<file path="src/logic/vtp_config.svh">
`ifndef VTP_CONFIG_SVH
`define VTP_CONFIG_SVH

// Number of translation ports, each with its own L1
`define VTP_N_PORTS 4

// Virtual page number width, which also sizes the on-chip page table
`define VTP_VPN_BITS 6

// Physical page number width
`define VTP_PPN_BITS 10

// Byte offset within a page
`define VTP_OFFSET_BITS 12

// Direct-mapped L1 entries per port, indexed by the low page number bits
`define VTP_L1_ENTRIES 4

`endif

</file>
<file path="src/logic/vtp_types_pkg.sv">
`default_nettype none

`include "vtp_config.svh"

package vtp_types_pkg;

    // Page numbers and offsets as they appear on the translation ports
    typedef logic [`VTP_VPN_BITS-1:0] vpn_t;
    typedef logic [`VTP_PPN_BITS-1:0] ppn_t;
    typedef logic [`VTP_OFFSET_BITS-1:0] offset_t;

    // Per-port L1 sequencing
    typedef enum logic [1:0]
    {
        l1_idle,
        l1_miss_wait,
        l1_respond
    } l1_state_t;

    // Shared L2 miss service sequencing
    typedef enum logic [1:0]
    {
        l2_idle,
        l2_lookup,
        l2_reply
    } l2_state_t;

endpackage

`default_nettype wire

</file>
<file path="src/logic/vtp_csr_pkg.sv">
`default_nettype none

package vtp_csr_pkg;

    // Register targeted by the current APB address
    typedef enum logic [2:0]
    {
        reg_ctrl,
        reg_hit_count,
        reg_miss_count,
        reg_pte,
        reg_none
    } csr_reg_t;

    // Byte addresses of the register map
    localparam logic [11:0] addr_ctrl = 12'h000;
    localparam logic [11:0] addr_hit_count = 12'h004;
    localparam logic [11:0] addr_miss_count = 12'h008;
    localparam logic [11:0] pte_base = 12'h100;

    // Bit positions inside the ctrl register and inside a page table entry word
    localparam int ctrl_enable_bit = 0;
    localparam int pte_valid_bit = 16;
    localparam int pte_ppn_lsb = 0;

endpackage

`default_nettype wire

</file>
<file path="src/logic/vtp_csr.sv">
`timescale 1ns/1ps
`default_nettype none

`include "vtp_config.svh"

module vtp_csr
    import vtp_types_pkg::*, vtp_csr_pkg::*;
(
    input  logic clk,
    input  logic reset,

    input  logic [11:0] paddr,
    input  logic psel,
    input  logic penable,
    input  logic pwrite,
    input  logic [31:0] pwdata,
    output logic [31:0] prdata,
    output logic pready,
    output logic pslverr,

    input  logic [`VTP_N_PORTS-1:0] hit,
    input  logic [`VTP_N_PORTS-1:0] miss,
    output logic enable,
    output logic flush,

    output logic pte_we,
    output vpn_t pte_vpn,
    output logic [31:0] pte_word
);

    csr_reg_t reg_sel;
    logic access;
    logic bad_access;
    logic [31:0] hit_count;
    logic [31:0] miss_count;

    // Number of ports that raised a pulse this cycle
    function automatic logic [31:0] count_pulses(input logic [`VTP_N_PORTS-1:0] pulses);
        logic [31:0] total;
        total = '0;
        for (int i = 0; i < `VTP_N_PORTS; i++)
        begin
            total = total + 32'(pulses[i]);
        end
        return total;
    endfunction

    // Counters stick at all ones instead of wrapping
    function automatic logic [31:0] sat_add(input logic [31:0] base, input logic [31:0] incr);
        logic [32:0] sum;
        sum = {1'b0, base} + {1'b0, incr};
        return sum[32] ? '1 : sum[31:0];
    endfunction

    // The whole 0x100 page is the page table window, one word per page number
    always_comb
    begin
        if (paddr[11:8] == pte_base[11:8])
        begin
            reg_sel = reg_pte;
        end
        else
        begin
            case (paddr)
                addr_ctrl:       reg_sel = reg_ctrl;
                addr_hit_count:  reg_sel = reg_hit_count;
                addr_miss_count: reg_sel = reg_miss_count;
                default:         reg_sel = reg_none;
            endcase
        end
    end

    assign access = psel && penable;

    // Unmapped addresses, counter writes and table reads are all rejected
    assign bad_access = (reg_sel == reg_none) ||
                        (pwrite && ((reg_sel == reg_hit_count) || (reg_sel == reg_miss_count))) ||
                        (!pwrite && (reg_sel == reg_pte));

    // No wait states, so the access completes in its first access cycle
    assign pready = 1'b1;
    assign pslverr = access && bad_access;

    always_comb
    begin
        case (reg_sel)
            reg_ctrl:       prdata = 32'(enable) << ctrl_enable_bit;
            reg_hit_count:  prdata = hit_count;
            reg_miss_count: prdata = miss_count;
            default:        prdata = '0;
        endcase
    end

    always_ff @(posedge clk)
    begin
        if (reset)
        begin
            enable <= 1'b0;
            flush <= 1'b0;
            pte_we <= 1'b0;
            hit_count <= '0;
            miss_count <= '0;
        end
        else
        begin
            // Every port can report in the same cycle
            hit_count <= sat_add(hit_count, count_pulses(hit));
            miss_count <= sat_add(miss_count, count_pulses(miss));

            if (access && pwrite && !bad_access && (reg_sel == reg_ctrl))
            begin
                enable <= pwdata[ctrl_enable_bit];
            end

            // A table update must invalidate every L1 copy of the old entry
            pte_we <= access && pwrite && !bad_access && (reg_sel == reg_pte);
            flush <= access && pwrite && !bad_access && (reg_sel == reg_pte);
        end
    end

    // Entry payload for the L2 travels alongside pte_we
    always_ff @(posedge clk)
    begin
        if (access && pwrite && (reg_sel == reg_pte))
        begin
            pte_vpn <= vpn_t'(paddr[2 +: `VTP_VPN_BITS]);
            pte_word <= pwdata;
        end
    end

    // The access phase is only legal as the continuation of a selected transfer
    apb_enable_needs_select: assert property (
        @(posedge clk) disable iff (reset)
        penable |-> psel
    ) else $error("penable high without psel");

endmodule

`default_nettype wire

</file>
<file path="src/logic/vtp_l1_tlb.sv">
`timescale 1ns/1ps
`default_nettype none

`include "vtp_config.svh"

module vtp_l1_tlb
    import vtp_types_pkg::*;
(
    input  logic clk,
    input  logic reset,

    input  logic enable,
    input  logic flush,

    input  logic req_valid,
    input  logic [`VTP_VPN_BITS+`VTP_OFFSET_BITS-1:0] req_va,
    output logic req_ready,

    output logic rsp_valid,
    output logic [`VTP_PPN_BITS+`VTP_OFFSET_BITS-1:0] rsp_pa,
    output logic rsp_fault,
    input  logic rsp_ready,

    output logic miss_req,
    output vpn_t miss_vpn,
    input  logic miss_gnt,

    input  logic fill_valid,
    input  ppn_t fill_ppn,
    input  logic fill_fault,

    output logic hit,
    output logic miss
);

    localparam int va_bits = `VTP_VPN_BITS + `VTP_OFFSET_BITS;
    localparam int pa_bits = `VTP_PPN_BITS + `VTP_OFFSET_BITS;
    localparam int idx_bits = $clog2(`VTP_L1_ENTRIES);
    localparam int tag_bits = `VTP_VPN_BITS - idx_bits;

    l1_state_t state;

    logic [`VTP_L1_ENTRIES-1:0] entry_valid;
    logic [tag_bits-1:0] entry_tag [`VTP_L1_ENTRIES];
    ppn_t entry_ppn [`VTP_L1_ENTRIES];

    vpn_t req_vpn;
    offset_t req_offset;
    logic [idx_bits-1:0] req_idx;
    logic [idx_bits-1:0] miss_idx;
    offset_t pend_offset;

    logic accept;
    logic lookup_hit;
    logic fill_stale;
    logic do_install;

    assign req_vpn = req_va[va_bits-1:`VTP_OFFSET_BITS];
    assign req_offset = req_va[`VTP_OFFSET_BITS-1:0];
    assign req_idx = req_vpn[idx_bits-1:0];
    assign miss_idx = miss_vpn[idx_bits-1:0];

    // req_ready is only high in idle, so an accepted request always starts there
    assign accept = req_valid && req_ready;

    // A flush in the same cycle wins over a hit on the old contents
    assign lookup_hit = entry_valid[req_idx] &&
                        (entry_tag[req_idx] == req_vpn[`VTP_VPN_BITS-1:idx_bits]) &&
                        !flush;

    // Faults are never cached, and a fill that raced with a flush may be stale
    assign do_install = (state == l1_miss_wait) && fill_valid && !fill_fault &&
                        !fill_stale && !flush;

    always_ff @(posedge clk)
    begin
        if (reset)
        begin
            state <= l1_idle;
            req_ready <= 1'b0;
            rsp_valid <= 1'b0;
            miss_req <= 1'b0;
            fill_stale <= 1'b0;
            entry_valid <= '0;
            hit <= 1'b0;
            miss <= 1'b0;
        end
        else
        begin
            hit <= 1'b0;
            miss <= 1'b0;

            case (state)
                l1_idle:
                begin
                    if (accept)
                    begin
                        req_ready <= 1'b0;
                        if (enable && !lookup_hit)
                        begin
                            miss <= 1'b1;
                            miss_req <= 1'b1;
                            fill_stale <= 1'b0;
                            state <= l1_miss_wait;
                        end
                        else
                        begin
                            // Identity translation with the service disabled is not counted
                            hit <= enable;
                            rsp_valid <= 1'b1;
                            state <= l1_respond;
                        end
                    end
                    else
                    begin
                        req_ready <= 1'b1;
                    end
                end

                l1_miss_wait:
                begin
                    // The request stays up until the L2 picks this port
                    if (miss_gnt)
                    begin
                        miss_req <= 1'b0;
                    end
                    if (flush)
                    begin
                        fill_stale <= 1'b1;
                    end
                    if (fill_valid)
                    begin
                        rsp_valid <= 1'b1;
                        state <= l1_respond;
                    end
                end

                l1_respond:
                begin
                    if (rsp_ready)
                    begin
                        rsp_valid <= 1'b0;
                        req_ready <= 1'b1;
                        state <= l1_idle;
                    end
                end

                default:
                begin
                    state <= l1_idle;
                end
            endcase

            if (flush)
            begin
                entry_valid <= '0;
            end
            else if (do_install)
            begin
                entry_valid[miss_idx] <= 1'b1;
            end
        end
    end

    // Response payload and cache contents
    always_ff @(posedge clk)
    begin
        if (accept)
        begin
            miss_vpn <= req_vpn;
            pend_offset <= req_offset;
            rsp_fault <= 1'b0;
            if (!enable)
            begin
                rsp_pa <= {{(pa_bits - va_bits){1'b0}}, req_va};
            end
            else
            begin
                // On a miss this is overwritten when the fill arrives
                rsp_pa <= {entry_ppn[req_idx], req_offset};
            end
        end
        else if ((state == l1_miss_wait) && fill_valid)
        begin
            rsp_pa <= fill_fault ? '0 : {fill_ppn, pend_offset};
            rsp_fault <= fill_fault;
        end

        if (do_install)
        begin
            entry_tag[miss_idx] <= miss_vpn[`VTP_VPN_BITS-1:idx_bits];
            entry_ppn[miss_idx] <= fill_ppn;
        end
    end

    // Consumer may stall, and the response must then hold still
    rsp_stable_until_accepted: assert property (
        @(posedge clk) disable iff (reset)
        rsp_valid && !rsp_ready |=> rsp_valid && $stable(rsp_pa) && $stable(rsp_fault)
    ) else $error("response changed before it was accepted");

endmodule

`default_nettype wire

</file>
<file path="src/logic/vtp_l2_service.sv">
`timescale 1ns/1ps
`default_nettype none

`include "vtp_config.svh"

module vtp_l2_service
    import vtp_types_pkg::*, vtp_csr_pkg::*;
(
    input  logic clk,
    input  logic reset,

    input  logic pte_we,
    input  vpn_t pte_vpn,
    input  logic [31:0] pte_word,

    input  logic [`VTP_N_PORTS-1:0] miss_req,
    input  vpn_t miss_vpn [`VTP_N_PORTS],
    output logic [`VTP_N_PORTS-1:0] miss_gnt,

    output logic [`VTP_N_PORTS-1:0] fill_valid,
    output ppn_t fill_ppn,
    output logic fill_fault
);

    localparam int port_bits = $clog2(`VTP_N_PORTS);
    localparam int table_size = 1 << `VTP_VPN_BITS;

    l2_state_t state;

    logic [table_size-1:0] pt_valid;
    ppn_t pt_ppn [table_size];

    logic [port_bits-1:0] rr_ptr;
    logic [port_bits-1:0] sel_port;
    logic sel_found;
    logic [port_bits-1:0] cur_port;
    vpn_t cur_vpn;

    // Search for a requester starting at the port after the last one served
    always_comb
    begin
        sel_found = 1'b0;
        sel_port = rr_ptr;
        for (int i = 0; i < `VTP_N_PORTS; i++)
        begin
            if (!sel_found && miss_req[(int'(rr_ptr) + i) % `VTP_N_PORTS])
            begin
                sel_found = 1'b1;
                sel_port = port_bits'((int'(rr_ptr) + i) % `VTP_N_PORTS);
            end
        end
    end

    always_ff @(posedge clk)
    begin
        if (reset)
        begin
            state <= l2_idle;
            rr_ptr <= '0;
            miss_gnt <= '0;
            fill_valid <= '0;
            pt_valid <= '0;
            for (int v = 0; v < table_size; v++)
            begin
                pt_ppn[v] <= '0;
            end
        end
        else
        begin
            // Grant and fill are single-cycle pulses
            miss_gnt <= '0;
            fill_valid <= '0;

            case (state)
                l2_idle:
                begin
                    if (sel_found)
                    begin
                        miss_gnt[sel_port] <= 1'b1;
                        rr_ptr <= port_bits'((int'(sel_port) + 1) % `VTP_N_PORTS);
                        state <= l2_lookup;
                    end
                end

                l2_lookup:
                begin
                    fill_valid[cur_port] <= 1'b1;
                    state <= l2_reply;
                end

                l2_reply:
                begin
                    state <= l2_idle;
                end

                default:
                begin
                    state <= l2_idle;
                end
            endcase

            // Software updates the table at any time
            if (pte_we)
            begin
                pt_valid[pte_vpn] <= pte_word[pte_valid_bit];
                pt_ppn[pte_vpn] <= pte_word[pte_ppn_lsb +: `VTP_PPN_BITS];
            end
        end
    end

    // Miss being served and the result of the table read
    always_ff @(posedge clk)
    begin
        if ((state == l2_idle) && sel_found)
        begin
            cur_port <= sel_port;
            cur_vpn <= miss_vpn[sel_port];
        end

        if (state == l2_lookup)
        begin
            fill_ppn <= pt_ppn[cur_vpn];
            fill_fault <= !pt_valid[cur_vpn];
        end
    end

    // A grant goes to a single port, and only to one that still holds its request
    gnt_onehot: assert property (
        @(posedge clk) disable iff (reset)
        $onehot0(miss_gnt) && ((miss_gnt & ~miss_req) == '0)
    ) else $error("grant to more than one port or to a port without a request");

    // The fill answers the port that was granted in the cycle before
    fill_onehot: assert property (
        @(posedge clk) disable iff (reset)
        $onehot0(fill_valid) && ((fill_valid == '0) || (fill_valid == $past(miss_gnt)))
    ) else $error("fill sent to more than one port or to a port that was not granted");

endmodule

`default_nettype wire

</file>
<file path="src/logic/vtp_svc.sv">
`timescale 1ns/1ps
`default_nettype none

`include "vtp_config.svh"

module vtp_svc
    import vtp_types_pkg::*;
(
    input  logic clk,
    input  logic reset,

    input  logic [11:0] paddr,
    input  logic psel,
    input  logic penable,
    input  logic pwrite,
    input  logic [31:0] pwdata,
    output logic [31:0] prdata,
    output logic pready,
    output logic pslverr,

    input  logic [`VTP_N_PORTS-1:0] req_valid,
    input  logic [`VTP_VPN_BITS+`VTP_OFFSET_BITS-1:0] req_va [`VTP_N_PORTS],
    output logic [`VTP_N_PORTS-1:0] req_ready,
    output logic [`VTP_N_PORTS-1:0] rsp_valid,
    output logic [`VTP_PPN_BITS+`VTP_OFFSET_BITS-1:0] rsp_pa [`VTP_N_PORTS],
    output logic [`VTP_N_PORTS-1:0] rsp_fault,
    input  logic [`VTP_N_PORTS-1:0] rsp_ready
);

    // Sideband from the register block to the caches
    logic enable;
    logic flush;
    logic [`VTP_N_PORTS-1:0] hit;
    logic [`VTP_N_PORTS-1:0] miss;

    // Table update path into the L2
    logic pte_we;
    vpn_t pte_vpn;
    logic [31:0] pte_word;

    // Miss traffic between the L1s and the shared service
    logic [`VTP_N_PORTS-1:0] miss_req;
    vpn_t miss_vpn [`VTP_N_PORTS];
    logic [`VTP_N_PORTS-1:0] miss_gnt;
    logic [`VTP_N_PORTS-1:0] fill_valid;
    ppn_t fill_ppn;
    logic fill_fault;

    vtp_csr csr_mgr
    (
        .clk,
        .reset,
        .paddr,
        .psel,
        .penable,
        .pwrite,
        .pwdata,
        .prdata,
        .pready,
        .pslverr,
        .hit,
        .miss,
        .enable,
        .flush,
        .pte_we,
        .pte_vpn,
        .pte_word
    );

    // One private cache per port, all fed by the same fill bus
    for (genvar p = 0; p < `VTP_N_PORTS; p++)
    begin : l1
        vtp_l1_tlb tlb
        (
            .clk,
            .reset,
            .enable,
            .flush,
            .req_valid(req_valid[p]),
            .req_va(req_va[p]),
            .req_ready(req_ready[p]),
            .rsp_valid(rsp_valid[p]),
            .rsp_pa(rsp_pa[p]),
            .rsp_fault(rsp_fault[p]),
            .rsp_ready(rsp_ready[p]),
            .miss_req(miss_req[p]),
            .miss_vpn(miss_vpn[p]),
            .miss_gnt(miss_gnt[p]),
            .fill_valid(fill_valid[p]),
            .fill_ppn,
            .fill_fault,
            .hit(hit[p]),
            .miss(miss[p])
        );
    end

    vtp_l2_service l2
    (
        .clk,
        .reset,
        .pte_we,
        .pte_vpn,
        .pte_word,
        .miss_req,
        .miss_vpn,
        .miss_gnt,
        .fill_valid,
        .fill_ppn,
        .fill_fault
    );

endmodule

`default_nettype wire

</file>
<file path="config.mk">
export PLATFORM = sky130hd
export DESIGN_NAME = vtp_svc
export DESIGN_NICKNAME = d
export VERILOG_FILES = /design/src/logic/vtp_types_pkg.sv /design/src/logic/vtp_csr_pkg.sv /design/src/logic/vtp_csr.sv /design/src/logic/vtp_l1_tlb.sv /design/src/logic/vtp_l2_service.sv /design/src/logic/vtp_svc.sv
export VERILOG_INCLUDE_DIRS = /design/src /design/src/logic
export SDC_FILE = /design/constraint.sdc
export NUM_CORES = 2
export LEC_CHECK = 0
export ABC_CLOCK_PERIOD_IN_PS = 3400
export BUFFER_PORTS_ARGS = -buffer_cell sky130_fd_sc_hd__buf_2
export CAP_MARGIN = 15
export CORE_ASPECT_RATIO = 1.75
export CORE_UTILIZATION = 45
export CTS_CLUSTER_DIAMETER = 80
export CTS_CLUSTER_SIZE = 30
export DETAILED_ROUTE_END_ITERATION = 16
export GPL_TIMING_DRIVEN = 0
export PLACE_DENSITY = 0.66
export SLEW_MARGIN = 20
export SYNTH_ARGS = -nofsm -noshare
export SYNTH_HDL_FRONTEND = slang
export SYNTH_SLANG_ARGS = --single-unit
</file>
<file path="constraint.sdc">
create_clock -name clk -period 3.4 [get_ports clk]
set_input_delay 0.68 -clock clk [delete_from_list [all_inputs] [get_ports clk]]
set_output_delay 0.68 -clock clk [all_outputs]
set_load 0.01 [all_outputs]
</file>
==> impl_metrics.json <==
{
  "power.total_mw": 26.23,
  "antenna_found_initial": 9,
  "ys_types": 70,
  "synth_nets": 3962,
  "setup_tns_ns": -0.4371,
  "ys_warn_count": 0,
  "ys_seq_area_frac": 0.6544,
  "dpl.cell_count": 5695,
  "syn2layout_area_growth_pct": 9.797,
  "cts_buffer_depth": 3,
  "startpoint_type": "primary input",
  "synth_enable_flop_cells": 1060,
  "hold_depth": 1,
  "multi_input_area_mm2": 0.01753,
  "slowest_stage": "clkdlybuf4s15_1",
  "grt_max_degree": 32,
  "seqCellArea_mm2": 0.03572,
  "drive_gt1_frac": 0.1812,
  "first_iter_violations": 3301,
  "synth_flop_cell": "edfxtp_1",
  "fin_cells": 5806,
  "dieArea_mm2": 0.1227,
  "path_clk_slew_ns": 0.11,
  "maxSlewViolCount": 0,
  "hold_ws_ns": 0.1612,
  "worst-path-buf-inv": 3,
  "fp.coreArea_mm2": 0.1200,
  "post-route-worst-setup-slack_ns": -0.06487,
  "min_from": "pwdata[2]",
  "leakage_nw": 20.42,
  "grt_use_total": 0.2745,
  "cts_made_buffers": 49,
  "fin_util": 0.4992,
  "nNetsFinal": 4278,
  "slew_headroom": 0.1632,
  "clock-sinks": 1254,
  "status": "finished, violations left",
  "timing.fmax_ghz": 0.2886,
  "clockRootBuffer": "clkbuf_16",
  "grt_pass1_vias": 33530,
  "crit_top_cell": "clkbuf_1",
  "reg2reg_to": "l2.fill_ppn[4]",
  "critPathTopFamily": "buffers and inverters",
  "ys_seq_elements": 1254,
  "r2r_cells": 7,
  "initial_core_util": 0.4547,
  "drv_cap": 0,
  "endpoint_kind": "flip-flop",
  "async_flop_share": 0,
  "grt_overflow": 0,
  "avgSynthCellArea_um2": 14.31,
  "die_w_um": 265.3,
  "drtAntennaViolNets": 0,
  "clock_latency_ns": 0.71,
  "path_cells": "clkdlybuf4s15_1 -> nor2b_1 -> clkbuf_1 -> nand2_1 -> nor2_1 -> clkbuf_1 -> and2_1",
  "yosysTopAreaCellShare": 0.5833,
  "drt_first_pass_iters": 6,
  "path_max_fanout": 10,
  "violations": "setup timing",
  "postSynthCellCount": 3815,
  "worstPathArrival_ns": 4.01,
  "finalHoldViolCount": 0,
  "criticalPathCategory": "in -> reg",
  "powerDensity_mw_per_mm2": 437.7,
  "wirelength_mm": 168.2,
  "via_per_inst": 5.730,
  "die_h_um": 462.7,
  "period_needed_ns": 3.465,
  "fp-row-count": 168,
  "vias": 33270,
  "rsz0062_at_grt": "true",
  "wl_per_cell_um": 28.98,
  "synthTopCellsByArea": "edfxtp_1 58%, mux4_2 11%, and2_1 7.4%",
  "nFillCells": 10270,
  "drc": 0,
  "hpwl_mm": 125.9,
  "synth_top_area_cell": "edfxtp_1",
  "final.setup_skew_ns": 0.04504,
  "grt_pass1_wl_mm": 238.5,
  "ir_drop_uv": 419.0,
  "worstHoldPathType": "in -> reg",
  "tightest_slew_ns": 1.255,
  "gp_congestion": 1.035,
  "io_buffers": 239,
  "fin_crit_sh": 1.019,
  "setup_viol": 14,
  "rr_startpoint": "l2.cur_vpn[1]",
  "crit_required_ns": 3.94,
  "reg2reg_slack_ns": 0.03,
  "cpPeakStageDelay_ns": 0.72,
  "hold_end": "csr_mgr.pte_word[2]",
  "cts_tree": "built",
  "ioPinCount": 263,
  "htree_levels": 2,
  "synth_area_mm2": 0.05457
}
-- metrics by stage --
| step | setup WS (ns) | instance area [µm²] |
|---|---|---|
| 6_report | -0.06487 | 59920 |
| 5_1_grt | -0.005320 | 59880 |
| 4_1_cts | -0.0002176 | 59820 |
| 3_5_place_dp | -1.263 | 58210 |
| 3_3_place_gp | -1.260 | 57790 |
| 2_1_floorplan | 0.3447 | 54570 |
-- flip-flops by register name (all words and copies together), names as in the netlist, 32 cells and up --
register,cells
csr_mgr.hit_count,32
csr_mgr.miss_count,32
l1.tlb.entry_ppn,160
l1.tlb.entry_tag,64
l1.tlb.pend_offset,48
l1.tlb.rsp_pa,88
l2.pt_ppn,640
l2.pt_valid,64
-- metal layers --
metal,track usage,share of wire,vias up
met1,0.2835,0.33,16870
met4,0.2094,0.089,2
met2,0.4990,0.53,1400
met5,0,0.000065,-
met3,0.03754,0.054,438
li1,-,-,14560
-- cell usage in the layout, fill, tap and decap left out, drive strengths merged, types with 17 or more instances in the layout --
cell type and count:
a21oi 95, a22o 32, and2 650, and3 36
buf 341, clkbuf 314, dfxtp 194, diode 19
edfxtp 1060, inv 86, mux2i 60, mux4 266
nand2 339, nand3 67, nand3b 52, nor2 122
nor2b 18, nor3 36, o21a 17, o21ai 133
o22ai 22, xnor2 34, xor2 35
-- worst reg2reg max path: stages (launching register included) --
cell and delay (ns):
edfxtp_1 0.34, clkbuf_1 0.21, clkbuf_1 0.47, clkbuf_2 0.58, mux4_2 0.41, mux4_2 0.62
o22ai_1 0.41, nor2_1 0.08
-- synth_stat cells, types with 8 or more instances --
cell type and instances:
xor2_1 35, buf_1 25, nand2_1 338, o21a_1 17, mux2i_1 60, nand4_1 11
dfxtp_1 194, a22o_1 32, nor2b_1 18, mux2_2 8, nor4_1 9, inv_1 79
nand2b_1 14, edfxtp_1 1060, o22ai_1 22, and4_1 9, nand3_1 67, xnor2_1 34
clkbuf_1 237, o21ai_0 132, and2_1 649, nand3b_1 52, mux4_2 266, buf_4 13
nor2_1 122, buf_2 32, and3_1 36, a21oi_1 95, nor3_1 36, ha_1 14
-- cell families (layout without fill, tap and decap cells) --
group	after synthesis	count (layout)	share of synthesized area
AND/OR/NAND/NOR	1402	1402	0.1405
flip-flops	1254	1254	0.6544
buffers and inverters	392	749	0.02873
AO/OA/AOI/OAI	345	345	0.03808
multiplexers	334	334	0.1224
XOR/XNOR	69	69	0.01107
adder cells (fa/ha/maj)	18	18	0.004677
other	1	20	0.00006871
-- layout make-up --
| class | count | area share |
|---|---|---|
| Sequential cell | 1254 | 0.5961 |
| Timing Repair Buffer | 271 | 0.02474 |
| Antenna cell | 19 | 0.0007935 |
| Buffer | 302 | 0.02197 |
| Clock inverter | 9 | 0.001900 |
| Clock buffer | 83 | 0.02295 |
| Inverter | 84 | 0.005346 |
| Tap cell | 1615 | 0.03372 |
| Multi-Input combinational cell | 2169 | 0.2925 |
-- worst max-delay path by stage --
stage | startpoint | end | slack, ns | cells past startpoint
finish | reset | l2.pt_ppn[62][5] | -0.06 | 7
global route | reset | l2.pt_ppn[60][4] | -0.005 | 7
CTS | paddr[6] | prdata[21] | -0.0002 | 8
detailed placement | reset | l2.pt_ppn[57][6] | -1.26 | 6
global placement | reset | l2.pt_ppn[54][4] | -1.26 | 5
floorplan | l1[0].tlb.miss | csr_mgr.miss_count[10] | 0.34 | 13
-- power by group --
group          total [mW]  internal [mW]  leakage [nW]  switching (mW)
Combinational        1.24          0.427          8.23           0.810
Sequential           17.2           17.1          11.5           0.163
Clock                7.74           2.89         0.711            4.86
Total                26.2           20.4          20.4            5.83
-- what timing repair did --
item | in CTS | in global routing
gates resized for setup | 35 | 30
pin swaps | 4 | 4
endpoints found under the hold margin | 0 | 0
hold buffers | 0 | 0
setup buffers | 4 | 2
gates cloned | 0 | 0
setup endpoints to repair | 288 | 195
Note: power is estimated with default switching activity, not from simulation.
